File: src/logic/hyper_bus_pkg.sv
// hyperbus pin level definitions: word width, command-address layout, pin bundles
package hyper_bus_pkg;

    localparam int unsigned word_width_c = 16;
    localparam int unsigned nr_cs_c      = 2;
    localparam int unsigned ca_words_c   = 3;

    typedef logic [word_width_c-1:0] hyper_word_t;

    // 48 bit command-address, first word on the pins is the top 16 bits
    typedef struct packed {
        logic        read;         // 1 = read transaction
        logic        addr_space;   // 1 = register space
        logic        burst_linear;
        logic [28:0] upper_addr;   // word address bits above the lowest three
        logic [12:0] reserved;
        logic [2:0]  lower_addr;
    } hyper_ca_t;

    typedef struct packed {
        logic [nr_cs_c-1:0] cs_n;
        logic               ck_en;
        hyper_word_t        dq;
        logic               dq_oe;
        logic [1:0]         rwds;  // write mask per byte, high = masked
        logic               rwds_oe;
    } hyper_pins_o_t;

    typedef struct packed {
        hyper_word_t dq;
        logic        rwds;
    } hyper_pins_i_t;

endpackage

File: src/logic/hyper_trans_pkg.sv
// transaction level types for the hyperbus phy: requests, config, data words, responses
package hyper_trans_pkg;

    localparam int unsigned burst_width_c = 12;
    localparam int unsigned addr_width_c  = 32;
    localparam int unsigned cnt_width_c   = 8;   // latency, recovery and cs timers
    localparam int unsigned fifo_depth_c  = 4;

    typedef struct packed {
        logic [addr_width_c-1:0]           addr;
        logic [hyper_bus_pkg::nr_cs_c-1:0] cs;    // one-hot
        logic                              write;
        logic                              burst_linear;
        logic                              addr_space;
        logic [burst_width_c-1:0]          burst; // words, at least 1
    } hyper_trans_t;

    typedef struct packed {
        logic [cnt_width_c-1:0] t_acc;  // initial latency, at least 2
        logic [cnt_width_c-1:0] t_rwr;  // cs high time between transactions
        logic [cnt_width_c-1:0] t_csm;  // max cs low time
    } hyper_cfg_t;

    typedef struct packed {
        hyper_bus_pkg::hyper_word_t data;
        logic [1:0]                 strb;  // 1 = byte written
    } tx_word_t;

    typedef struct packed {
        hyper_bus_pkg::hyper_word_t data;
    } rx_word_t;

    typedef struct packed {
        logic last;
        logic error;
    } hyper_resp_t;

    // read buffer entry
    typedef struct packed {
        rx_word_t    word;
        hyper_resp_t resp;
    } rx_entry_t;

endpackage

File: src/logic/hyper_ca_gen.sv
// command-address generator: holds the accepted transaction and serves its three CA words
`timescale 1ns/1ns

module hyper_ca_gen (
    input  logic                          clk0,
    input  logic                          rst_ni,
    input  logic                          load_i,
    input  hyper_trans_pkg::hyper_trans_t trans_i,
    input  logic [1:0]                    sel_i,
    output hyper_bus_pkg::hyper_word_t    word_o
);
    import hyper_bus_pkg::*;
    import hyper_trans_pkg::*;

    hyper_trans_t                  trans_q;
    hyper_ca_t                     ca;
    hyper_word_t [ca_words_c-1:0]  ca_words;

    always_ff @(posedge clk0 or negedge rst_ni) begin
        if (!rst_ni) begin
            trans_q <= '0;
        end else if (load_i) begin
            trans_q <= trans_i;
        end
    end

    always_comb begin
        ca.read         = ~trans_q.write;
        ca.addr_space   = trans_q.addr_space;
        ca.burst_linear = trans_q.burst_linear;
        ca.upper_addr   = trans_q.addr[31:3];
        ca.reserved     = '0;
        ca.lower_addr   = trans_q.addr[2:0];
    end

    assign ca_words = ca;  // index ca_words_c-1 holds the top word

    always_comb begin
        if (sel_i < 2'(ca_words_c)) begin
            word_o = ca_words[2'(ca_words_c - 1) - sel_i];
        end else begin
            word_o = '0;
        end
    end

endmodule

File: src/logic/hyper_word_fifo.sv
// small synchronous fifo with a type parameter payload, for write and read words
`timescale 1ns/1ns

module hyper_word_fifo #(
    parameter type         T     = logic,
    parameter int unsigned depth = 4
) (
    input  logic clk0,
    input  logic rst_ni,
    input  logic flush_i,
    input  logic push_i,
    input  T     data_i,
    output logic full_o,
    input  logic pop_i,
    output logic valid_o,
    output T     data_o
);
    localparam int unsigned ptr_w = (depth > 1) ? $clog2(depth) : 1;

    T                 mem_q [depth];
    logic [ptr_w-1:0] wr_ptr_q;
    logic [ptr_w-1:0] rd_ptr_q;
    logic [ptr_w:0]   count_q;
    logic             do_push;
    logic             do_pop;

    function automatic logic [ptr_w-1:0] ptr_inc(input logic [ptr_w-1:0] ptr);
        return (ptr == ptr_w'(depth - 1)) ? '0 : ptr + 1'b1;
    endfunction

    assign full_o  = count_q == (ptr_w + 1)'(depth);
    assign valid_o = count_q != '0;
    assign data_o  = mem_q[rd_ptr_q];
    assign do_push = push_i && !full_o;
    assign do_pop  = pop_i && valid_o;

    always_ff @(posedge clk0 or negedge rst_ni) begin
        if (!rst_ni) begin
            wr_ptr_q <= '0;
            rd_ptr_q <= '0;
            count_q  <= '0;
        end else if (flush_i) begin  // drops a push of the same cycle too
            wr_ptr_q <= '0;
            rd_ptr_q <= '0;
            count_q  <= '0;
        end else begin
            if (do_push) wr_ptr_q <= ptr_inc(wr_ptr_q);
            if (do_pop) rd_ptr_q <= ptr_inc(rd_ptr_q);
            if (do_push && !do_pop) begin
                count_q <= count_q + 1'b1;
            end else if (do_pop && !do_push) begin
                count_q <= count_q - 1'b1;
            end
        end
    end

    always_ff @(posedge clk0) begin
        if (do_push && !flush_i) mem_q[wr_ptr_q] <= data_i;
    end

endmodule

File: src/logic/hyper_phy_seq.sv
// hyperbus transaction sequencer: CA, latency, burst data, cs timeout, pins and responses
`timescale 1ns/1ns

module hyper_phy_seq (
    input  logic                                      clk0,
    input  logic                                      rst_ni,
    input  hyper_trans_pkg::hyper_cfg_t               cfg_i,
    input  logic                                      trans_valid_i,
    output logic                                      trans_ready_o,
    input  logic                                      write_i,
    input  logic [hyper_trans_pkg::burst_width_c-1:0] burst_i,
    input  logic [hyper_bus_pkg::nr_cs_c-1:0]         cs_i,
    output logic                                      ca_load_o,
    output logic [1:0]                                ca_sel_o,
    input  hyper_bus_pkg::hyper_word_t                ca_word_i,
    input  logic                                      tx_valid_i,
    input  hyper_trans_pkg::tx_word_t                 tx_word_i,
    output logic                                      tx_pop_o,
    output logic                                      tx_flush_o,
    output logic                                      rx_push_o,
    output hyper_trans_pkg::rx_word_t                 rx_word_o,
    output logic                                      rx_last_o,
    input  logic                                      rx_full_i,
    input  hyper_bus_pkg::hyper_pins_i_t              pins_i,
    output hyper_bus_pkg::hyper_pins_o_t              pins_o,
    output logic                                      b_valid_o,
    output hyper_trans_pkg::hyper_resp_t              b_resp_o,
    output logic                                      err_valid_o
);
    import hyper_bus_pkg::*;
    import hyper_trans_pkg::*;

    typedef enum logic [2:0] {
        st_idle, st_ca, st_lat, st_add_lat, st_wdata, st_rdata, st_err, st_recov
    } state_e;

    state_e                   state_q;
    logic [nr_cs_c-1:0]       cs_q;
    logic                     write_q;
    logic [burst_width_c-1:0] burst_cnt_q;   // words still to move
    logic [cnt_width_c-1:0]   wait_cnt_q;
    logic [cnt_width_c-1:0]   cs_tmr_q;
    logic [cnt_width_c:0]     cs_tmr_nxt;
    logic [1:0]               ca_sel_q;
    logic                     accept;
    logic                     cs_active;
    logic                     word_xfer;
    logic                     last_word;
    logic                     done;
    logic                     timeout;

    assign trans_ready_o = state_q == st_idle;
    assign accept        = trans_valid_i && trans_ready_o;
    assign ca_load_o     = accept;
    assign ca_sel_o      = ca_sel_q;
    assign cs_active     = state_q inside {st_ca, st_lat, st_add_lat, st_wdata, st_rdata};
    assign last_word     = burst_cnt_q == burst_width_c'(1);

    // data movement, read side also fills error words after a timeout
    assign tx_pop_o    = (state_q == st_wdata) && tx_valid_i;
    assign err_valid_o = (state_q == st_err) && !write_q;
    assign tx_flush_o  = (state_q == st_err) && write_q;
    assign rx_push_o   = (((state_q == st_rdata) && pins_i.rwds) || err_valid_o) && !rx_full_i;
    assign rx_word_o.data = pins_i.dq;
    assign rx_last_o   = last_word;
    assign word_xfer   = tx_pop_o || rx_push_o;
    assign done        = word_xfer && last_word;

    assign cs_tmr_nxt = {1'b0, cs_tmr_q} + 1'b1;
    assign timeout    = cs_active && (cs_tmr_nxt >= {1'b0, cfg_i.t_csm}) && !done;

    always_ff @(posedge clk0 or negedge rst_ni) begin
        if (!rst_ni) begin
            state_q     <= st_recov;  // one extra idle-low cycle out of reset
            cs_q        <= '0;
            write_q     <= 1'b0;
            burst_cnt_q <= '0;
            wait_cnt_q  <= '0;
            cs_tmr_q    <= '0;
            ca_sel_q    <= '0;
            b_valid_o   <= 1'b0;
            b_resp_o    <= '0;
        end else begin
            b_valid_o <= 1'b0;
            if (cs_active) cs_tmr_q <= cs_tmr_nxt[cnt_width_c-1:0];
            if (word_xfer) burst_cnt_q <= burst_cnt_q - 1'b1;

            case (state_q)
                st_idle: begin
                    if (accept) begin
                        state_q     <= st_ca;
                        cs_q        <= cs_i;
                        write_q     <= write_i;
                        burst_cnt_q <= burst_i;
                        cs_tmr_q    <= '0;
                        ca_sel_q    <= '0;
                    end
                end
                st_ca: begin
                    ca_sel_q <= ca_sel_q + 1'b1;
                    if (ca_sel_q == 2'(ca_words_c - 1)) begin
                        wait_cnt_q <= cfg_i.t_acc;
                        // memory asks for double latency with rwds high
                        state_q <= pins_i.rwds ? st_add_lat : st_lat;
                    end
                end
                st_add_lat: begin
                    if (wait_cnt_q < cnt_width_c'(2)) begin
                        wait_cnt_q <= cfg_i.t_acc;
                        state_q    <= st_lat;
                    end else begin
                        wait_cnt_q <= wait_cnt_q - 1'b1;
                    end
                end
                st_lat: begin
                    wait_cnt_q <= wait_cnt_q - 1'b1;
                    if (wait_cnt_q < cnt_width_c'(2)) begin
                        state_q <= write_q ? st_wdata : st_rdata;
                    end
                end
                st_wdata, st_rdata: begin
                    if (done) begin
                        state_q    <= st_recov;
                        wait_cnt_q <= cfg_i.t_rwr;
                        b_valid_o  <= write_q;
                        b_resp_o   <= '{last: 1'b1, error: 1'b0};
                    end
                end
                st_err: begin
                    if (write_q) begin
                        state_q    <= st_recov;
                        wait_cnt_q <= cfg_i.t_rwr;
                        b_valid_o  <= 1'b1;
                        b_resp_o   <= '{last: 1'b1, error: 1'b1};
                    end else if (done) begin
                        state_q    <= st_recov;
                        wait_cnt_q <= cfg_i.t_rwr;
                    end
                end
                st_recov: begin
                    if (wait_cnt_q < cnt_width_c'(2)) begin
                        state_q <= st_idle;
                    end else begin
                        wait_cnt_q <= wait_cnt_q - 1'b1;
                    end
                end
                default: state_q <= st_idle;
            endcase

            if (timeout) state_q <= st_err;
        end
    end

    always_comb begin
        pins_o      = '0;
        pins_o.cs_n = ~(cs_q & {nr_cs_c{cs_active}});
        pins_o.dq   = ca_word_i;
        case (state_q)
            st_ca: begin
                pins_o.ck_en = 1'b1;
                pins_o.dq_oe = 1'b1;
            end
            st_lat, st_add_lat: pins_o.ck_en = 1'b1;
            st_wdata: begin
                pins_o.ck_en   = tx_valid_i;  // clock held on underflow
                pins_o.dq      = tx_word_i.data;
                pins_o.dq_oe   = tx_valid_i;
                pins_o.rwds    = ~tx_word_i.strb;
                pins_o.rwds_oe = 1'b1;
            end
            st_rdata: pins_o.ck_en = !rx_full_i;  // back-pressure to the memory
            default: ;
        endcase
    end

endmodule

File: src/logic/hyper_phy.sv
// hyperbus phy top: CA generator, write and read buffers and the sequencer
`timescale 1ns/1ns

module hyper_phy (
    input  logic                          clk0,
    input  logic                          rst_ni,
    input  hyper_trans_pkg::hyper_cfg_t   cfg_i,
    input  logic                          trans_valid_i,
    output logic                          trans_ready_o,
    input  hyper_trans_pkg::hyper_trans_t trans_i,
    input  logic                          tx_valid_i,
    output logic                          tx_ready_o,
    input  hyper_trans_pkg::tx_word_t     tx_i,
    output logic                          rx_valid_o,
    input  logic                          rx_ready_i,
    output hyper_trans_pkg::rx_word_t     rx_o,
    output hyper_trans_pkg::hyper_resp_t  rx_resp_o,
    output logic                          b_valid_o,
    output hyper_trans_pkg::hyper_resp_t  b_resp_o,
    output hyper_bus_pkg::hyper_pins_o_t  pins_o,
    input  hyper_bus_pkg::hyper_pins_i_t  pins_i
);
    import hyper_bus_pkg::*;
    import hyper_trans_pkg::*;

    hyper_word_t ca_word;
    logic [1:0]  ca_sel;
    logic        ca_load;
    logic        tx_full;
    logic        tx_avail;
    logic        tx_pop;
    logic        tx_flush;
    tx_word_t    tx_head;
    logic        rx_push;
    logic        rx_last;
    logic        rx_full;
    logic        err_valid;
    rx_word_t    rx_word;
    rx_entry_t   rx_in;
    rx_entry_t   rx_head;

    assign tx_ready_o = !tx_full;

    // error words carry zero data
    always_comb begin
        rx_in.word.data  = err_valid ? '0 : rx_word.data;
        rx_in.resp.last  = rx_last;
        rx_in.resp.error = err_valid;
    end

    assign rx_o      = rx_head.word;
    assign rx_resp_o = rx_head.resp;

    hyper_ca_gen u_ca_gen (
        .clk0   (clk0),
        .rst_ni (rst_ni),
        .load_i (ca_load),
        .trans_i(trans_i),
        .sel_i  (ca_sel),
        .word_o (ca_word)
    );

    hyper_word_fifo #(.T(tx_word_t), .depth(fifo_depth_c)) u_tx_fifo (
        .clk0   (clk0),
        .rst_ni (rst_ni),
        .flush_i(tx_flush),
        .push_i (tx_valid_i),
        .data_i (tx_i),
        .full_o (tx_full),
        .pop_i  (tx_pop),
        .valid_o(tx_avail),
        .data_o (tx_head)
    );

    hyper_word_fifo #(.T(rx_entry_t), .depth(fifo_depth_c)) u_rx_fifo (
        .clk0   (clk0),
        .rst_ni (rst_ni),
        .flush_i(1'b0),
        .push_i (rx_push),
        .data_i (rx_in),
        .full_o (rx_full),
        .pop_i  (rx_ready_i),
        .valid_o(rx_valid_o),
        .data_o (rx_head)
    );

    hyper_phy_seq u_seq (
        .clk0         (clk0),
        .rst_ni       (rst_ni),
        .cfg_i        (cfg_i),
        .trans_valid_i(trans_valid_i),
        .trans_ready_o(trans_ready_o),
        .write_i      (trans_i.write),
        .burst_i      (trans_i.burst),
        .cs_i         (trans_i.cs),
        .ca_load_o    (ca_load),
        .ca_sel_o     (ca_sel),
        .ca_word_i    (ca_word),
        .tx_valid_i   (tx_avail),
        .tx_word_i    (tx_head),
        .tx_pop_o     (tx_pop),
        .tx_flush_o   (tx_flush),
        .rx_push_o    (rx_push),
        .rx_word_o    (rx_word),
        .rx_last_o    (rx_last),
        .rx_full_i    (rx_full),
        .pins_i       (pins_i),
        .pins_o       (pins_o),
        .b_valid_o    (b_valid_o),
        .b_resp_o     (b_resp_o),
        .err_valid_o  (err_valid)
    );

endmodule

File: config.mk
export PLATFORM = sky130hd
export DESIGN_NAME = hyper_phy
export DESIGN_NICKNAME = d
export VERILOG_FILES = /design/src/logic/hyper_bus_pkg.sv /design/src/logic/hyper_trans_pkg.sv /design/src/logic/hyper_ca_gen.sv /design/src/logic/hyper_word_fifo.sv /design/src/logic/hyper_phy_seq.sv /design/src/logic/hyper_phy.sv
export SDC_FILE = /design/constraint.sdc
export NUM_CORES = 1
export LEC_CHECK = 0
export ABC_AREA = 1
export BUFFER_PORTS_ARGS = -buffer_cell sky130_fd_sc_hd__buf_2
export CORE_ASPECT_RATIO = 1.1
export CORE_MARGIN = 4
export CORE_UTILIZATION = 45
export CTS_CLUSTER_DIAMETER = 30
export DETAILED_ROUTE_END_ITERATION = 12
export PLACE_DENSITY = 0.65
export SYNTH_ARGS = -nofsm -noshare
export SYNTH_HDL_FRONTEND = slang
export SYNTH_SLANG_ARGS = --single-unit
File: constraint.sdc
create_clock -name clk0 -period 5.54 [get_ports clk0]
set_input_delay 1.108 -clock clk0 [delete_from_list [all_inputs] [get_ports clk0]]
set_output_delay 1.108 -clock clk0 [all_outputs]
set_load 0.05 [all_outputs]
# Yosys cells after proc, flatten, opt, wreduce, memory -nomap -nowiden
# Memory sizes are Yosys's and may differ from the RTL's.
# Index checks and enable logic that the tools add are counted.
dict set report classes {
  order_cmp 4
  reduce_logical 47
  mux 56
  eq_ne 25
  n_addsub 13
  bitwise 4
}
# operator count
set op_table {}
lappend op_table {{$mux W16} 4}
lappend op_table {{$mux W8} 8}
lappend op_table {{$pmux W8 S6} 1}
lappend op_table {{$mux W3} 14}
lappend op_table {{$mux W12} 3}
lappend op_table {{$bmux W16 S2} 1}
lappend op_table {{$mux W2} 11}
lappend op_table {{$pmux W3 S7} 1}
lappend op_table {{$eq A3 B3 Y1 const B} 6}
lappend op_table {{$logic_and A1 B1 Y1} 18}
lappend op_table {{$eq A12 B1 Y1 const B} 1}
lappend op_table {{$sub A12 B1 Y12 const B} 1}
lappend op_table {{$add A2 B1 Y2 const B} 5}
lappend op_table {{$eq A2 B2 Y1 const B} 5}
lappend op_table {{$reduce_bool A2 Y1} 5}
lappend op_table {{$add A8 B1 Y9 const B} 1}
lappend op_table {{$ge A9 B8 Y1} 1}
lappend op_table {{$logic_not A1 Y1} 9}
lappend op_table {{$ne A3 B2 Y1 const B} 3}
lappend op_table {{$reduce_bool A3 Y1} 3}
lappend op_table {{$lt A8 B2 Y1 const B} 1}
lappend op_table {{$mux W1} 8}
lappend op_table {{$pmux W2 S2} 2}
lappend op_table {{$sub A8 B1 Y8 const B} 1}
lappend op_table {{25 further kinds} 36}
dict set report word_totals {
  ram_bits 144
  regBits 88
  out_inout_bits 47
  n_memories 2
  word_cells 171
}
# memory words word_bits read_ports rd_ports_with_merged_regs write_ports line_no
set memory_table {}
lappend memory_table {u_rx_fifo.mem_q 4 18 1 0 1 hyper_word_fifo.sv:20} ;# T mem_q [depth];
lappend memory_table {u_tx_fifo.mem_q 4 18 1 0 1 hyper_word_fifo.sv:20}

# Longest topological paths before layout
dict set report logic_depth {
  ltp_word 10
  ltp_mapped 14
  depth_no_buf 14
}

# Cells and area by module
# From an unflattened synthesis, not the netlist that was laid out.
dict set report hier_totals {
  cells_unflattened 1222
  area_unflattened_um2 11803.8
}
# mod instances cells_per_inst area_each_um2 seq_area_each_um2
set modules_own_cells {}
lappend modules_own_cells {hyper_phy_seq 1 550 3428.3 979.7}
lappend modules_own_cells {{hyper_word_fifo at u_tx_fifo} 1 242 3196.8 2337.2}
lappend modules_own_cells {{hyper_word_fifo at u_rx_fifo} 1 241 3178.0 2337.2}
lappend modules_own_cells {hyper_ca_gen 1 153 1839.3 875.8}
lappend modules_own_cells {hyper_phy 1 36 161.4 0.0}

# Worst setup path after synthesis
# Ideal clock, no wire load.
dict set report synth_path {
  path_kind {reg-to-output}
  startpoint {reg u_seq.ca_sel_q[0] (netlist: u_seq.ca_sel_o[0])}
  endpoint {out pins_o[10] in the netlist's numbering}
  arrival_time_ns 3.111
  stages_incl_launch_ff 9
  required_ns 4.432
  path_slack_ns 1.321
  path_cell_list {dfrtp_1 > clkbuf_1 > clkinv_1 > clkbuf_1 > ha_1 > inv_1 > clkbuf_1 > a21oi_1 > o31ai_1}
}
# element line_no
set synth_lines {}
lappend synth_lines {{from (decl)} hyper_phy_seq.sv:44} ;# logic [1:0] ca_sel_q;
lappend synth_lines {{from (signal assigned)} hyper_phy_seq.sv:100} ;# ca_sel_q <= ca_sel_q + 1'b1;
lappend synth_lines {{to (decl)} hyper_phy.sv:20} ;# output hyper_bus_pkg::hyper_pins_o_t pins_o,

==> impl_results.md <==
* Outcome: completed
* Max FO, Critical Path at 20
* Final-layout setup total negative slack at 0 ns
* Share of Yosys cell area claimed by the top area cell type at 39.1%
* Worst R2R Start: u_seq.state_q[2]$_DFFE_PN1P_
* Overall die height at approximately 170 um
* #FFs+latches synth at 231
* Total wire length after detailed routing at approximately 28 mm
* TritonCTS Sinks at 231
* Static leakage at between 6 and 7 nW
* Critical Path Source Type: flip-flop
* Fraction of layout instances using a drive strength above 1 at approximately a fifth
* Area of the mapped netlist at 11,100 um^2
* Filler instances at 2,079
* Clock Latency Late Sink at ~0.53 ns
* Final period utilization at 91.0%
* Number of hold-slack violations in the final timing report at 0
* Data required time at the worst endpoint at 4.43 ns
* Row cnt at 59
* Worst max-slew margin expressed relative to the limit at 36.2%
* H-Tree Level Count at 2
* Seq/Total Area, Yosys at 58.8%
* IO Pins at 160
* PortBufs at 159
* Final setup violation count at 0
* Post-synthesis area per instance at 9.37 um^2
* Critical Path Sink Type: output port
* Clock tree buffer depth at 3
* Sink of the worst hold path: u_ca_gen.ca[27]$_DFFE_PN0P_
* Buffer count from post-CTS setup fixing at 0
* Standard cell area after detailed placement at approximately 12,000 um^2
* Top cell type by total area after synthesis: sky130_fd_sc_hd__edfxtp_1
* Vias in the first global route at approximately 8.6k
* Number of search-and-repair iterations in the first detailed-routing pass at 7
* Number of nets in the layout at 1,496
* Maximum number of pins on one net before global-route repair at 62
* Die ar. at roughly 27,000 um^2
* Post-CTS clock slew at the launch and capture registers of the worst setup and hold paths at 0.05 ns
* HPWL after detailed placement at 18.0 mm
* Minimum setup slack in the final design at approximately 0.5 ns
* RSZ-0062 raised after global routing: false
* Total power per unit cell area at 707 nW/um^2
* All-Layer GR Usage at 20.2%
* Overall die width at ~160 um
* Core ar. at 23,900 um^2
* Destination of the worst register-to-register timing path: u_rx_fifo.mem_q[0][4]$_DFFE_PP_
* Remaining global-route overflow at 0
* Final core utilization at between 50 and 60%
* Syn Nets at 1,322
* Leading cell types in the layout, fill and taps excluded: 307 x sky130_fd_sc_hd__nand2_1, 158 x sky130_fd_sc_hd__buf_2, 144 x sky130_fd_sc_hd__edfxtp_1
* Resized cells post-CTS at 0
* Count of nets left with antenna violations after detail routing at 0
* Crit Path Category: reg2out
* Number of distinct standard cells referenced by the synthesized netlist at 43
* Count of cells along the worst hold path at 2
* Worst path arrival time at around 3.9 ns
* Mean number of vias per cell at ~5.2
* Max-slew violation count at 0
* Area growth from synthesis to layout at 24.5%
* Number of antenna violations at the first check in global routing at 1
* Crit. Startpoint: u_seq.ca_sel_o[0]$_DFFE_PN0P_
* Length in cells of the worst reg-to-reg path at 7
* Clock Skews at 0.0304 ns
* Measured slew at the worst slew-check pin at 0.951 ns
* Area of all placed cells without fillers at about 14,000 um^2
* Achievable clock frequency at 0.198 GHz
* Post-synthesis instance total at 1,181
* Total number of vias at 8,756
* DRC violation count after routing at 0
* Number of DRC markers after the initial detailed-route iteration at 590
* Worst slack, placed at 1.23 ns
* Starting density of the core at 46.3%
* Class of the tightest hold or removal check: reg2reg
* Clk Tree Root Cell: sky130_fd_sc_hd__clkbuf_16
* Most common cell after layout, fill and taps aside: sky130_fd_sc_hd__nand2_1
* Post-detailed-route wirelength per cell at 16.2 um
* Hold path startpoint: u_ca_gen.ca[27]$_DFFE_PN0P_
* Total of max-cap violations at 0
* First-pass GRT wire length at approximately 44 mm
* Number of buffers created by CTS at 45
* CTS tree: done
* Hold buffers post-CTS at 0
* Shortest clock period the worst path allows after layout at 5.04 ns
* Gp weighted congestion at between 0.9 and 1
* Peak VDD IR at 0.971 mV
* Warnings, synthesis at 0
* Top area cells in the synthesized netlist: sky130_fd_sc_hd__edfxtp_1 39%, sky130_fd_sc_hd__dfrtp_1 19%, sky130_fd_sc_hd__nand2_1 10%, sky130_fd_sc_hd__nor2_1 4.4%, sky130_fd_sc_hd__o21ai_0 3.8%
* Reg-to-reg setup timing slack at 2.64 ns
synthesized netlist by cell type:
| cell type | number |
|---|---|
| sky130_fd_sc_hd__o221ai_1 | 1 |
| sky130_fd_sc_hd__o31ai_1 | 13 |
| sky130_fd_sc_hd__o21a_1 | 1 |
| sky130_fd_sc_hd__nand3_4 | 2 |
| sky130_fd_sc_hd__nor2_1 | 129 |
| sky130_fd_sc_hd__nor2_2 | 3 |
| sky130_fd_sc_hd__a31oi_1 | 6 |
| sky130_fd_sc_hd__buf_1 | 2 |
| sky130_fd_sc_hd__clkinv_1 | 3 |
| sky130_fd_sc_hd__o21ai_2 | 1 |
| sky130_fd_sc_hd__o22ai_1 | 22 |
| sky130_fd_sc_hd__o21ai_0 | 83 |
| sky130_fd_sc_hd__a221o_1 | 1 |
| sky130_fd_sc_hd__nand2_2 | 2 |
| sky130_fd_sc_hd__o21ai_1 | 5 |
| sky130_fd_sc_hd__nor2_8 | 1 |
| sky130_fd_sc_hd__dfrtp_1 | 84 |
| sky130_fd_sc_hd__nand2_1 | 308 |
| sky130_fd_sc_hd__a31o_2 | 1 |
| sky130_fd_sc_hd__nor2_4 | 3 |
| sky130_fd_sc_hd__xnor2_1 | 6 |
| sky130_fd_sc_hd__a2bb2oi_1 | 3 |
| sky130_fd_sc_hd__inv_1 | 108 |
| sky130_fd_sc_hd__buf_6 | 2 |
| sky130_fd_sc_hd__nor3_1 | 1 |
| sky130_fd_sc_hd__buf_2 | 9 |
| sky130_fd_sc_hd__a32o_1 | 1 |
| sky130_fd_sc_hd__o211ai_1 | 2 |
| sky130_fd_sc_hd__ha_1 | 26 |
| sky130_fd_sc_hd__xor2_1 | 13 |
| sky130_fd_sc_hd__buf_4 | 2 |
| sky130_fd_sc_hd__nand2_4 | 3 |
| sky130_fd_sc_hd__or2_2 | 2 |
| sky130_fd_sc_hd__a21oi_1 | 59 |
| sky130_fd_sc_hd__nand3b_1 | 8 |
| sky130_fd_sc_hd__nand4_1 | 6 |
| sky130_fd_sc_hd__edfxtp_1 | 144 |
| sky130_fd_sc_hd__nand3_1 | 74 |
| sky130_fd_sc_hd__dfstp_2 | 3 |
| sky130_fd_sc_hd__inv_2 | 5 |
| sky130_fd_sc_hd__o21bai_1 | 1 |
| sky130_fd_sc_hd__fa_1 | 2 |
| sky130_fd_sc_hd__clkbuf_1 | 30 |
cell families after synthesis:
group,after synthesis,synth area share (%)
and+or+nand+nor,542,20.6
DFF,231,58.8
AOI/OAI and AO/OA,200,10.0
buffers and inverters,161,5.77
adders and majority gates,28,3.30
xor gates and xnor gates,19,1.50
report_power, final:
part           internal (W)  total, W  switching [W]
Clock               0.00196   0.00286       0.000900
Sequential          0.00241   0.00276       0.000347
Combinational       0.00113   0.00412        0.00299
Total               0.00550   0.00974        0.00424
metrics by stage:
stage,hold slack [ns],cells,power [W]
6_report,0.478,1699,0.00974
3_5_place_dp,0.466,1613,0.00690
4_1_cts,0.478,1697,0.00981
2_1_floorplan,0.444,1181,0.00585
5_1_grt,0.491,1697,0.0104
3_3_place_gp,0.462,1613,0.00683
critical path, stage by stage (launching register included):
cell,delay [ns]
sky130_fd_sc_hd__dfrtp_1,0.73
sky130_fd_sc_hd__clkinv_1,0.61
sky130_fd_sc_hd__ha_1,0.68
sky130_fd_sc_hd__inv_1,0.44
sky130_fd_sc_hd__o21ai_0,0.21
sky130_fd_sc_hd__a2bb2oi_1,0.17
sky130_fd_sc_hd__o21ai_0,0.24
sky130_fd_sc_hd__buf_2,0.32
metal layers:
| metal | part of all wire (%) | vias up | routed length (um) | global-route usage (%) |
|---|---|---|---|---|
| met5 | 0.051 | - | 14 | 0 |
| met2 | 49 | 295 | 13400 | 34.3 |
| met3 | 7.2 | 49 | 1980 | 4.31 |
| met1 | 41 | 4091 | 11400 | 26.0 |
| li1 | - | 4319 | - | - |
| met4 | 2.5 | 2 | 700 | 6.14 |
state kept, by name, summed over array words and instances (netlist names):
name                cells
u_rx_fifo.mem_q        72
u_tx_fifo.mem_q        72
u_ca_gen.ca            34
u_seq.burst_cnt_q      12
u_seq.cs_tmr_q          8
u_seq.wait_cnt_q        8
u_rx_fifo.count_q       3
u_seq.state_q           3
u_tx_fifo.count_q       3
u_rx_fifo.rd_ptr_q      2
u_rx_fifo.wr_ptr_q      2
u_seq.b_resp_o          2
u_seq.ca_sel_o          2
u_seq.cs_q              2
u_tx_fifo.rd_ptr_q      2
u_tx_fifo.wr_ptr_q      2
u_ca_gen.trans_q        1
u_seq.b_valid_o         1
worst max-delay path by stage:
| stage | endpoint | slack (ns) | cells past startpoint |
|---|---|---|---|
| after detailed placement | pins_o[18] | 1.23 | 6 |
| after global placement | pins_o[18] | 1.33 | 6 |
| final | pins_o[4] | 0.50 | 7 |
| after global routing | pins_o[4] | 0.24 | 7 |
| after CTS | pins_o[4] | 0.63 | 7 |
| after floorplan | pins_o[10] | 1.32 | 8 |
final cells by class:
| type | count | area [um^2] | share of cell area [%] |
|---|---|---|---|
| well taps | 305 | 382 | 2.77 |
| diodes | 2 | 5.00 | 0.0363 |
| multi-input cells | 789 | 3930 | 28.5 |
| inverters | 116 | 435 | 3.16 |
| clock inverters | 30 | 437 | 3.17 |
| repair buffers | 172 | 896 | 6.50 |
| clock buffers | 54 | 1190 | 8.64 |
| flip-flops and latches | 231 | 6500 | 47.2 |
Note: power is estimated with default switching activity, not from simulation.
